$ cat src/proc_ci_pkg.sv
package proc_ci_pkg;

    // UART and boot timing
    localparam int CLKS_PER_BIT = 8;
    localparam int BOOT_CYCLES  = 16;

    // Word memory sizing
    localparam int MEM_WORDS = 64;
    localparam int MEM_AW    = 6;

    localparam logic [7:0] HARNESS_ID = 8'hC1;

    // Host command bytes
    localparam logic [7:0] CMD_WRITE = 8'h01;
    localparam logic [7:0] CMD_READ  = 8'h02;
    localparam logic [7:0] CMD_RUN   = 8'h03;
    localparam logic [7:0] CMD_ID    = 8'h04;

    // Any opcode outside this set halts the core
    localparam logic [3:0] OP_HALT = 4'd0;
    localparam logic [3:0] OP_LDI  = 4'd1;
    localparam logic [3:0] OP_LD   = 4'd2;
    localparam logic [3:0] OP_ADD  = 4'd3;
    localparam logic [3:0] OP_ST   = 4'd4;

    // Word-addressed request from core to controller
    typedef struct packed {
        logic        cyc;
        logic        stb;
        logic        we;
        logic [31:0] addr;
        logic [31:0] wdata;
    } bus_req_t;

    typedef struct packed {
        logic        ack;
        logic [31:0] rdata;
    } bus_rsp_t;

    // Immediate form used by LDI
    typedef struct packed {
        logic [3:0]  op;
        logic [27:0] imm;
    } imm_fmt_t;

    // Memory operand form used by LD, ADD and ST
    typedef struct packed {
        logic [3:0]          op;
        logic [27-MEM_AW:0]  unused;
        logic [MEM_AW-1:0]   addr;
    } mem_fmt_t;

    typedef union packed {
        imm_fmt_t imm_f;
        mem_fmt_t mem_f;
    } instr_t;

endpackage

$ cat src/uart_rx.sv
`timescale 1ns/1ns

module uart_rx (
    input  logic       clk,
    input  logic       arst_n_i,
    input  logic       rx_i,
    output logic [7:0] byte_o,
    output logic       valid_o
);

    typedef enum logic [1:0] {RX_IDLE, RX_START, RX_DATA, RX_STOP} rx_state_t;

    rx_state_t state_q;
    logic sync1_q;
    logic sync2_q;
    logic prev_q;
    logic [$clog2(proc_ci_pkg::CLKS_PER_BIT)-1:0] cnt_q;
    logic [2:0] bit_q;
    logic [7:0] shift_q;
    logic tick;

    assign tick   = (cnt_q == proc_ci_pkg::CLKS_PER_BIT - 1);
    assign byte_o = shift_q;

    always_ff @(posedge clk or negedge arst_n_i) begin
        if (!arst_n_i) begin
            sync1_q <= 1'b1;
            sync2_q <= 1'b1;
            prev_q  <= 1'b1;
            state_q <= RX_IDLE;
            cnt_q   <= '0;
            bit_q   <= '0;
            valid_o <= 1'b0;
        end else begin
            sync1_q <= rx_i;
            sync2_q <= sync1_q;
            prev_q  <= sync2_q;
            valid_o <= 1'b0;
            cnt_q   <= cnt_q + 1'b1;
            case (state_q)
                RX_IDLE: begin
                    cnt_q <= '0;
                    // Falling edge marks the start bit
                    if (prev_q && !sync2_q) begin
                        state_q <= RX_START;
                    end
                end
                RX_START: begin
                    // Recheck at mid start bit to reject glitches
                    if (cnt_q == proc_ci_pkg::CLKS_PER_BIT / 2 - 1) begin
                        cnt_q   <= '0;
                        bit_q   <= '0;
                        state_q <= sync2_q ? RX_IDLE : RX_DATA;
                    end
                end
                RX_DATA: begin
                    if (tick) begin
                        bit_q <= bit_q + 1'b1;
                        if (bit_q == 3'd7) begin
                            state_q <= RX_STOP;
                        end
                    end
                end
                default: begin
                    // Bad stop bit drops the frame
                    if (tick) begin
                        valid_o <= sync2_q;
                        state_q <= RX_IDLE;
                    end
                end
            endcase
        end
    end

    // LSB arrives first
    always_ff @(posedge clk) begin
        if (state_q == RX_DATA && tick) begin
            shift_q <= {sync2_q, shift_q[7:1]};
        end
    end

endmodule

$ cat src/uart_tx.sv
`timescale 1ns/1ns

module uart_tx (
    input  logic       clk,
    input  logic       arst_n_i,
    input  logic [7:0] byte_i,
    input  logic       start_i,
    output logic       busy_o,
    output logic       tx_o
);

    logic [9:0] shift_q;
    logic [3:0] bit_q;
    logic [$clog2(proc_ci_pkg::CLKS_PER_BIT)-1:0] cnt_q;

    // Line idles high through the shifted-in ones
    assign tx_o = shift_q[0];

    always_ff @(posedge clk or negedge arst_n_i) begin
        if (!arst_n_i) begin
            shift_q <= '1;
            bit_q   <= '0;
            cnt_q   <= '0;
            busy_o  <= 1'b0;
        end else if (!busy_o) begin
            if (start_i) begin
                shift_q <= {1'b1, byte_i, 1'b0};
                bit_q   <= '0;
                cnt_q   <= '0;
                busy_o  <= 1'b1;
            end
        end else begin
            cnt_q <= cnt_q + 1'b1;
            if (cnt_q == proc_ci_pkg::CLKS_PER_BIT - 1) begin
                cnt_q   <= '0;
                shift_q <= {1'b1, shift_q[9:1]};
                bit_q   <= bit_q + 1'b1;
                // Stop bit done after the tenth bit time
                if (bit_q == 4'd9) begin
                    busy_o <= 1'b0;
                end
            end
        end
    end

    a_no_start_when_busy: assert property (
        @(posedge clk) disable iff (!arst_n_i) start_i |-> !busy_o
    );

endmodule

$ cat src/reset_boot.sv
`timescale 1ns/1ns

module reset_boot (
    input  logic clk,
    input  logic arst_n_i,
    output logic rst_n_o
);

    logic [$clog2(proc_ci_pkg::BOOT_CYCLES + 1)-1:0] cnt_q;

    // Assert at once, release only on a clock edge after the count
    always_ff @(posedge clk or negedge arst_n_i) begin
        if (!arst_n_i) begin
            cnt_q   <= '0;
            rst_n_o <= 1'b0;
        end else begin
            if (cnt_q != proc_ci_pkg::BOOT_CYCLES) begin
                cnt_q <= cnt_q + 1'b1;
            end
            rst_n_o <= (cnt_q >= proc_ci_pkg::BOOT_CYCLES - 1);
        end
    end

    a_full_stretch: assert property (
        @(posedge clk) disable iff (!arst_n_i)
        $rose(rst_n_o) |-> (cnt_q == proc_ci_pkg::BOOT_CYCLES)
    );

endmodule

$ cat src/ci_controller.sv
`timescale 1ns/1ns

module ci_controller (
    input  logic                  clk,
    input  logic                  arst_n_i,
    input  logic [7:0]            rx_byte_i,
    input  logic                  rx_valid_i,
    output logic [7:0]            tx_byte_o,
    output logic                  tx_start_o,
    input  logic                  tx_busy_i,
    output logic                  core_rst_n_o,
    input  proc_ci_pkg::bus_req_t core_req_i,
    output proc_ci_pkg::bus_rsp_t core_rsp_o,
    input  logic                  core_halt_i
);

    typedef enum logic [2:0] {ST_CMD, ST_ADDR, ST_DATA, ST_REPLY, ST_RUN} state_t;

    state_t state_q;
    logic [7:0] cmd_q;
    logic [proc_ci_pkg::MEM_AW-1:0] addr_q;
    logic [23:0] data_q;
    logic [1:0] byte_cnt_q;
    logic [31:0] reply_q;
    logic [2:0] reply_left_q;
    logic ack_q;
    logic [31:0] mem [proc_ci_pkg::MEM_WORDS];
    logic host_we;
    logic core_we;
    logic [proc_ci_pkg::MEM_AW-1:0] core_addr;

    assign host_we   = (state_q == ST_DATA) && rx_valid_i && (byte_cnt_q == 2'd3);
    assign core_addr = core_req_i.addr[proc_ci_pkg::MEM_AW-1:0];
    assign core_we   = ack_q && core_req_i.we;

    assign core_rsp_o.ack   = ack_q;
    assign core_rsp_o.rdata = mem[core_addr];

    // Host writes only happen while the core is held in reset
    always_ff @(posedge clk) begin
        if (host_we) begin
            mem[addr_q] <= {rx_byte_i, data_q};
        end else if (core_we) begin
            mem[core_addr] <= core_req_i.wdata;
        end
    end

    // First three data bytes arrive little-endian
    always_ff @(posedge clk) begin
        if (state_q == ST_DATA && rx_valid_i) begin
            data_q <= {rx_byte_i, data_q[23:8]};
        end
    end

    // Single-beat ack one cycle after stb is seen
    always_ff @(posedge clk or negedge arst_n_i) begin
        if (!arst_n_i) begin
            ack_q <= 1'b0;
        end else begin
            ack_q <= core_rst_n_o && core_req_i.cyc && core_req_i.stb && !ack_q;
        end
    end

    always_ff @(posedge clk or negedge arst_n_i) begin
        if (!arst_n_i) begin
            state_q      <= ST_CMD;
            cmd_q        <= '0;
            addr_q       <= '0;
            byte_cnt_q   <= '0;
            reply_q      <= '0;
            reply_left_q <= '0;
            tx_byte_o    <= '0;
            tx_start_o   <= 1'b0;
            core_rst_n_o <= 1'b0;
        end else begin
            tx_start_o <= 1'b0;
            case (state_q)
                ST_CMD: begin
                    if (rx_valid_i) begin
                        cmd_q <= rx_byte_i;
                        case (rx_byte_i)
                            proc_ci_pkg::CMD_WRITE, proc_ci_pkg::CMD_READ: begin
                                state_q <= ST_ADDR;
                            end
                            proc_ci_pkg::CMD_RUN: begin
                                core_rst_n_o <= 1'b1;
                                state_q      <= ST_RUN;
                            end
                            proc_ci_pkg::CMD_ID: begin
                                reply_q      <= {24'd0, proc_ci_pkg::HARNESS_ID};
                                reply_left_q <= 3'd1;
                                state_q      <= ST_REPLY;
                            end
                            // Unknown commands are silently dropped
                            default: ;
                        endcase
                    end
                end
                ST_ADDR: begin
                    if (rx_valid_i) begin
                        addr_q     <= rx_byte_i[proc_ci_pkg::MEM_AW-1:0];
                        byte_cnt_q <= '0;
                        if (cmd_q == proc_ci_pkg::CMD_WRITE) begin
                            state_q <= ST_DATA;
                        end else begin
                            reply_q      <= mem[rx_byte_i[proc_ci_pkg::MEM_AW-1:0]];
                            reply_left_q <= 3'd4;
                            state_q      <= ST_REPLY;
                        end
                    end
                end
                ST_DATA: begin
                    if (rx_valid_i) begin
                        byte_cnt_q <= byte_cnt_q + 1'b1;
                        if (byte_cnt_q == 2'd3) begin
                            reply_q      <= {24'd0, proc_ci_pkg::CMD_WRITE};
                            reply_left_q <= 3'd1;
                            state_q      <= ST_REPLY;
                        end
                    end
                end
                ST_REPLY: begin
                    // busy only shows up the cycle after a start pulse
                    if (!tx_busy_i && !tx_start_o) begin
                        if (reply_left_q == 3'd0) begin
                            state_q <= ST_CMD;
                        end else begin
                            tx_start_o   <= 1'b1;
                            tx_byte_o    <= reply_q[7:0];
                            reply_q      <= reply_q >> 8;
                            reply_left_q <= reply_left_q - 1'b1;
                        end
                    end
                end
                default: begin
                    if (core_halt_i) begin
                        core_rst_n_o <= 1'b0;
                        reply_q      <= {24'd0, proc_ci_pkg::CMD_RUN};
                        reply_left_q <= 3'd1;
                        state_q      <= ST_REPLY;
                    end
                end
            endcase
        end
    end

    a_ack_needs_stb: assert property (
        @(posedge clk) disable iff (!arst_n_i) core_rsp_o.ack |-> core_req_i.stb
    );

    a_quiet_in_reset: assert property (
        @(posedge clk) disable iff (!arst_n_i) !core_rst_n_o |-> !core_req_i.stb
    );

endmodule

$ cat src/acc_core.sv
`timescale 1ns/1ns

module acc_core (
    input  logic                  clk,
    input  logic                  rst_n_i,
    output proc_ci_pkg::bus_req_t bus_o,
    input  proc_ci_pkg::bus_rsp_t bus_i,
    output logic                  halt_o
);

    typedef enum logic [1:0] {C_FETCH, C_EXEC, C_DATA, C_HALT} core_state_t;

    core_state_t state_q;
    proc_ci_pkg::bus_req_t req_q;
    proc_ci_pkg::instr_t ir_q;
    logic [proc_ci_pkg::MEM_AW-1:0] pc_q;
    logic [31:0] acc_q;
    logic halt_q;

    assign bus_o  = req_q;
    assign halt_o = halt_q;

    // Latch the instruction word on the fetch ack
    always_ff @(posedge clk) begin
        if (state_q == C_FETCH && req_q.stb && bus_i.ack) begin
            ir_q <= bus_i.rdata;
        end
    end

    // Reset comes synchronously from the controller
    always_ff @(posedge clk) begin
        if (!rst_n_i) begin
            state_q <= C_FETCH;
            req_q   <= '0;
            pc_q    <= '0;
            acc_q   <= '0;
            halt_q  <= 1'b0;
        end else begin
            case (state_q)
                C_FETCH: begin
                    if (!req_q.stb) begin
                        req_q.cyc  <= 1'b1;
                        req_q.stb  <= 1'b1;
                        req_q.we   <= 1'b0;
                        req_q.addr <= {{(32 - proc_ci_pkg::MEM_AW){1'b0}}, pc_q};
                    end else if (bus_i.ack) begin
                        req_q.cyc <= 1'b0;
                        req_q.stb <= 1'b0;
                        state_q   <= C_EXEC;
                    end
                end
                C_EXEC: begin
                    case (ir_q.imm_f.op)
                        proc_ci_pkg::OP_LDI: begin
                            acc_q   <= {4'd0, ir_q.imm_f.imm};
                            pc_q    <= pc_q + 1'b1;
                            state_q <= C_FETCH;
                        end
                        proc_ci_pkg::OP_LD, proc_ci_pkg::OP_ADD, proc_ci_pkg::OP_ST: begin
                            state_q <= C_DATA;
                        end
                        // HALT and undefined opcodes
                        default: begin
                            halt_q  <= 1'b1;
                            state_q <= C_HALT;
                        end
                    endcase
                end
                C_DATA: begin
                    if (!req_q.stb) begin
                        req_q.cyc   <= 1'b1;
                        req_q.stb   <= 1'b1;
                        req_q.we    <= (ir_q.mem_f.op == proc_ci_pkg::OP_ST);
                        req_q.addr  <= {{(32 - proc_ci_pkg::MEM_AW){1'b0}}, ir_q.mem_f.addr};
                        req_q.wdata <= acc_q;
                    end else if (bus_i.ack) begin
                        req_q.cyc <= 1'b0;
                        req_q.stb <= 1'b0;
                        if (ir_q.mem_f.op == proc_ci_pkg::OP_LD) begin
                            acc_q <= bus_i.rdata;
                        end else if (ir_q.mem_f.op == proc_ci_pkg::OP_ADD) begin
                            acc_q <= acc_q + bus_i.rdata;
                        end
                        pc_q    <= pc_q + 1'b1;
                        state_q <= C_FETCH;
                    end
                end
                default: ;
            endcase
        end
    end

    a_req_stable: assert property (
        @(posedge clk) disable iff (!rst_n_i)
        (bus_o.stb && !bus_i.ack) |=> $stable(bus_o)
    );

endmodule

$ cat src/processorci_top.sv
`timescale 1ns/1ns

module processorci_top (
    input  logic clk,
    input  logic arst_n_i,
    input  logic rx_i,
    output logic tx_o
);

    logic sys_rst_n;
    logic [7:0] rx_byte;
    logic rx_valid;
    logic [7:0] tx_byte;
    logic tx_start;
    logic tx_busy;
    logic core_rst_n;
    logic core_halt;
    proc_ci_pkg::bus_req_t core_req;
    proc_ci_pkg::bus_rsp_t core_rsp;

    reset_boot i_reset_boot (
        .clk      (clk),
        .arst_n_i (arst_n_i),
        .rst_n_o  (sys_rst_n)
    );

    uart_rx i_uart_rx (
        .clk      (clk),
        .arst_n_i (sys_rst_n),
        .rx_i     (rx_i),
        .byte_o   (rx_byte),
        .valid_o  (rx_valid)
    );

    uart_tx i_uart_tx (
        .clk      (clk),
        .arst_n_i (sys_rst_n),
        .byte_i   (tx_byte),
        .start_i  (tx_start),
        .busy_o   (tx_busy),
        .tx_o     (tx_o)
    );

    ci_controller i_ci_controller (
        .clk          (clk),
        .arst_n_i     (sys_rst_n),
        .rx_byte_i    (rx_byte),
        .rx_valid_i   (rx_valid),
        .tx_byte_o    (tx_byte),
        .tx_start_o   (tx_start),
        .tx_busy_i    (tx_busy),
        .core_rst_n_o (core_rst_n),
        .core_req_i   (core_req),
        .core_rsp_o   (core_rsp),
        .core_halt_i  (core_halt)
    );

    acc_core i_acc_core (
        .clk     (clk),
        .rst_n_i (core_rst_n),
        .bus_o   (core_req),
        .bus_i   (core_rsp),
        .halt_o  (core_halt)
    );

endmodule

$ cat config.mk
export PLATFORM = sky130hd
export DESIGN_NAME = processorci_top
export DESIGN_NICKNAME = d
export VERILOG_FILES = /design/src/proc_ci_pkg.sv /design/src/uart_rx.sv /design/src/uart_tx.sv /design/src/reset_boot.sv /design/src/ci_controller.sv /design/src/acc_core.sv /design/src/processorci_top.sv
export SDC_FILE = /design/constraint.sdc
export NUM_CORES = 2
export LEC_CHECK = 0
export BUFFER_PORTS_ARGS = -buffer_cell sky130_fd_sc_hd__buf_2
export CAP_MARGIN = 5
export CORE_MARGIN = 3
export CORE_UTILIZATION = 45
export DETAILED_ROUTE_END_ITERATION = 10
export HOLD_SLACK_MARGIN = 0.03
export SYNTH_ARGS = -nofsm -noshare
export SYNTH_HDL_FRONTEND = slang
export SYNTH_SLANG_ARGS = --single-unit
$ cat constraint.sdc
create_clock -name clk -period 3.5 [get_ports clk]
set_clock_uncertainty 0.15 [all_clocks]
set_input_delay 0 -clock clk [delete_from_list [all_inputs] [get_ports clk]]
set_output_delay 0 -clock clk [all_outputs]
set_load 0.01 [all_outputs]
==> qor.yml <==
rr_worst_depth: 15
htreeDepth: 4
synth_top_area_share: 0.595
die_area_um2: 243000
final_util: 0.538
post_drt_wl_per_cell_um: 39.8
setup_violations: 31
drt_iter0_drc: 9054
leakage_nw: 39.9
fmax_mhz: 199
power.density_nw_per_um2: 444
maxCapViolCount: 0
insertion_delay_ps: 930
worst-path-max-fanout: 7
path_clk_slew_ps: 60
timing.final.crit_share: 1.43
seq_area_frac_synth: 0.636
min_path_type: "in -> reg"
grt_pass1_wl_um: 502000
fillers: 18100
place_area_um2: 117000
start_util: 0.453
cts_buffers: 240
grt_pass1_vias: 61200
layout_setup_ws_ps: -1520
endpoint_kind: "register"
p_total_mw: 56.3
crit_type: "reg -> reg"
ys_types: 76
synthCells: 5205
ys_async_sr_fraction: 0.0434
area_growth_pct: 18.8
cts_sinks: 2306
wirelength_um: 364000
ys.flop_type: "edfxtp_1"
outcome: "finished with violations"
final_common_cell: "edfxtp_1"
worst_pin_slew_ps: 1250
synth_area_per_cell_um2: 20.5
vias_per_cell: 6.81
cts_tree: "built"
grt_max_degree: 65
finalHoldViolCount: 0
hpwl_um: 220000
drc: 0
rsz0062_at_grt: "true"
die_h_um: 493
overflow: 0
report.final.slew_viol_count: 0
synth_seq_cells: 2306
critPathRequiredTime_ps: 4140
synth-edff-count: 2112
ant_nets: 0
num_rows: 178
core-area_um2: 235000
io_pins: 4
io_buffer_count: 3
violations: "setup timing"
tns_ps: -33790
drt_first_pass_iters: 6
nets: 5860
yosysWarnings: 0
min_path_cells: 3
drive_gt1_frac: 0.447
yosysTopAreaCell: "edfxtp_1"
place_ws_ps: -1690
root_buffer: "clkbuf_16"
grt_use_total: 0.300
cp.arrival_ps: 5660
syn_nets: 5265
syn_area_um2: 107000
ctsLongestPathBuffers: 3
gp_congestion: 0.910
final_cell_area_um2: 127000
layout_common_cells: "2112 x edfxtp_1, 1300 x mux4_2, 461 x buf_4"
period_needed_ps: 5020
antenna_found_initial: 25
ir_drop_mv: 0.542
worstSetupStartpointType: "register"
synth.top_cells.by_area: "edfxtp_1 59%, mux4_2 27%, dfrtp_1 2.1%, dfxtp_1 1.8%, mux2_2 0.74%"
die_w_um: 493
slew_headroom: 0.170
vias: 62400
-- cells by family (layout without fill, tap and decap cells) --
family / after synthesis / after routing / share of synthesized area
xor+xnor: 34 / 34 / 0.00279
other cells: 0 / 5 / 0
buf+inv: 420 / 1222 / 0.0189
mux: 1400 / 1400 / 0.285
simple gates: 538 / 538 / 0.0236
compound gates: 450 / 450 / 0.0275
fa+ha+maj: 57 / 57 / 0.00676
flops: 2306 / 2306 / 0.636
-- area by class of cell --
class / instances / area [um2] / share of cell area
tap: 3150 / 3940 / 0.0311
clock inverter: 148 / 1560 / 0.0123
sequential: 2306 / 67900 / 0.536
inverter: 32 / 123 / 0.000968
multi-input combinational: 2479 / 38100 / 0.301
timing repair buffer: 741 / 8750 / 0.0691
antenna: 5 / 12.5 / 0.0000987
clock buffer: 301 / 6360 / 0.0502
-- state kept, by name (all words and copies together), names as in the netlist, 3 cells and up, named ones only --
name                          flops
i_uart_tx.bit_q                   4
i_ci_controller.state_q           3
i_acc_core.ir_q                  32
i_uart_tx.cnt_q                   3
i_reset_boot.cnt_q                5
i_acc_core.acc_q                 32
i_ci_controller.mem            2048
i_ci_controller.data_q           24
i_ci_controller.tx_byte_o         8
i_uart_tx.shift_q                 9
i_acc_core.pc_q                   6
i_ci_controller.addr_q            6
i_uart_rx.cnt_q                   3
i_ci_controller.cmd_q             8
i_uart_rx.bit_q                   3
i_ci_controller.reply_left_q      3
i_ci_controller.reply_q          32
i_acc_core.bus_o                 41
i_uart_rx.byte_o                  8
-- stage by stage --
stage	hold WS (ps)	instances
3_5_place_dp	-319	8619
4_1_cts	56.6	9113
2_1_floorplan	-446	5205
6_report	102	9162
5_1_grt	103	9158
3_3_place_gp	-322	8619
-- worst paths after layout --
path	from	to	slack [ps]
hold reg to reg	i_uart_rx.sync1_q	i_uart_rx.sync2_q	210
min in group asynchronous	i_reset_boot.rst_n_o	i_uart_tx.bit_q[3]	230
max in group asynchronous	i_reset_boot.rst_n_o	i_ci_controller.addr_q[3]	2110
hold / removal	rx_i	i_uart_rx.sync1_q	100
setup reg to reg	register	i_acc_core.acc_q[26]	-1520
setup / recovery	register	i_acc_core.acc_q[26]	-1520
-- metal layers --
metal	GRT usage	vias to the layer above	part of all wire
li1	-	23800	-
met1	0.430	34100	0.39
met2	0.458	3840	0.46
met3	0.0692	683	0.12
met4	0.0972	6	0.038
met5	0	-	0.00012
-- power by group --
| group | switching, mW | total [mW] | internal [mW] |
|---|---|---|---|
| Clock | 11.3 | 25.8 | 14.6 |
| Sequential | 0.0524 | 29.7 | 29.7 |
| Combinational | 0.370 | 0.684 | 0.314 |
-- cells in the mapped netlist, types with 11 or more instances --
cell type and number:
ha_1 56, nor3_1 19, buf_4 22, mux4_2 1300, buf_6 28, o21ai_1 13, a21oi_1 109, inv_1 31
nor2b_1 34, buf_2 109, dfrtp_1 88, o21ai_0 93, a211o_1 11, a22o_1 12, dfxtp_1 94, and2_1 15
mux2_2 70, a211oi_1 26, buf_1 46, xor2_1 12, nand2_1 204, nand2b_1 37, nand3_1 42, a21o_1 13
clkbuf_1 181, and3_1 11, xnor2_1 22, o211ai_1 12, a21boi_0 36, edfxtp_1 2112, mux2i_1 30, a22oi_1 50
nor2_1 127, dfstp_2 12
-- timing repair --
action                                  CTS  global route
cloned                                    4             1
pin swaps                                31            60
hold buffers                              5             0
endpoints found under the setup margin   66           356
endpoints found under the hold margin     7             0
buffers inserted                         36            50
gates resized for setup                  84           116
-- critical path: stages (launching register included) --
cell      delay [ps]
dfxtp_4          370
buf_4            120
buf_12           160
buf_4            170
buf_4            180
mux4_2           550
mux4_2           520
mux4_2           590
ha_4             330
and4_2           280
inv_1             80
o31ai_4          470
a21oi_2          120
a211o_1          340
xor2_1           160
a311oi_1         250
Power figures use the tool's default switching activity.
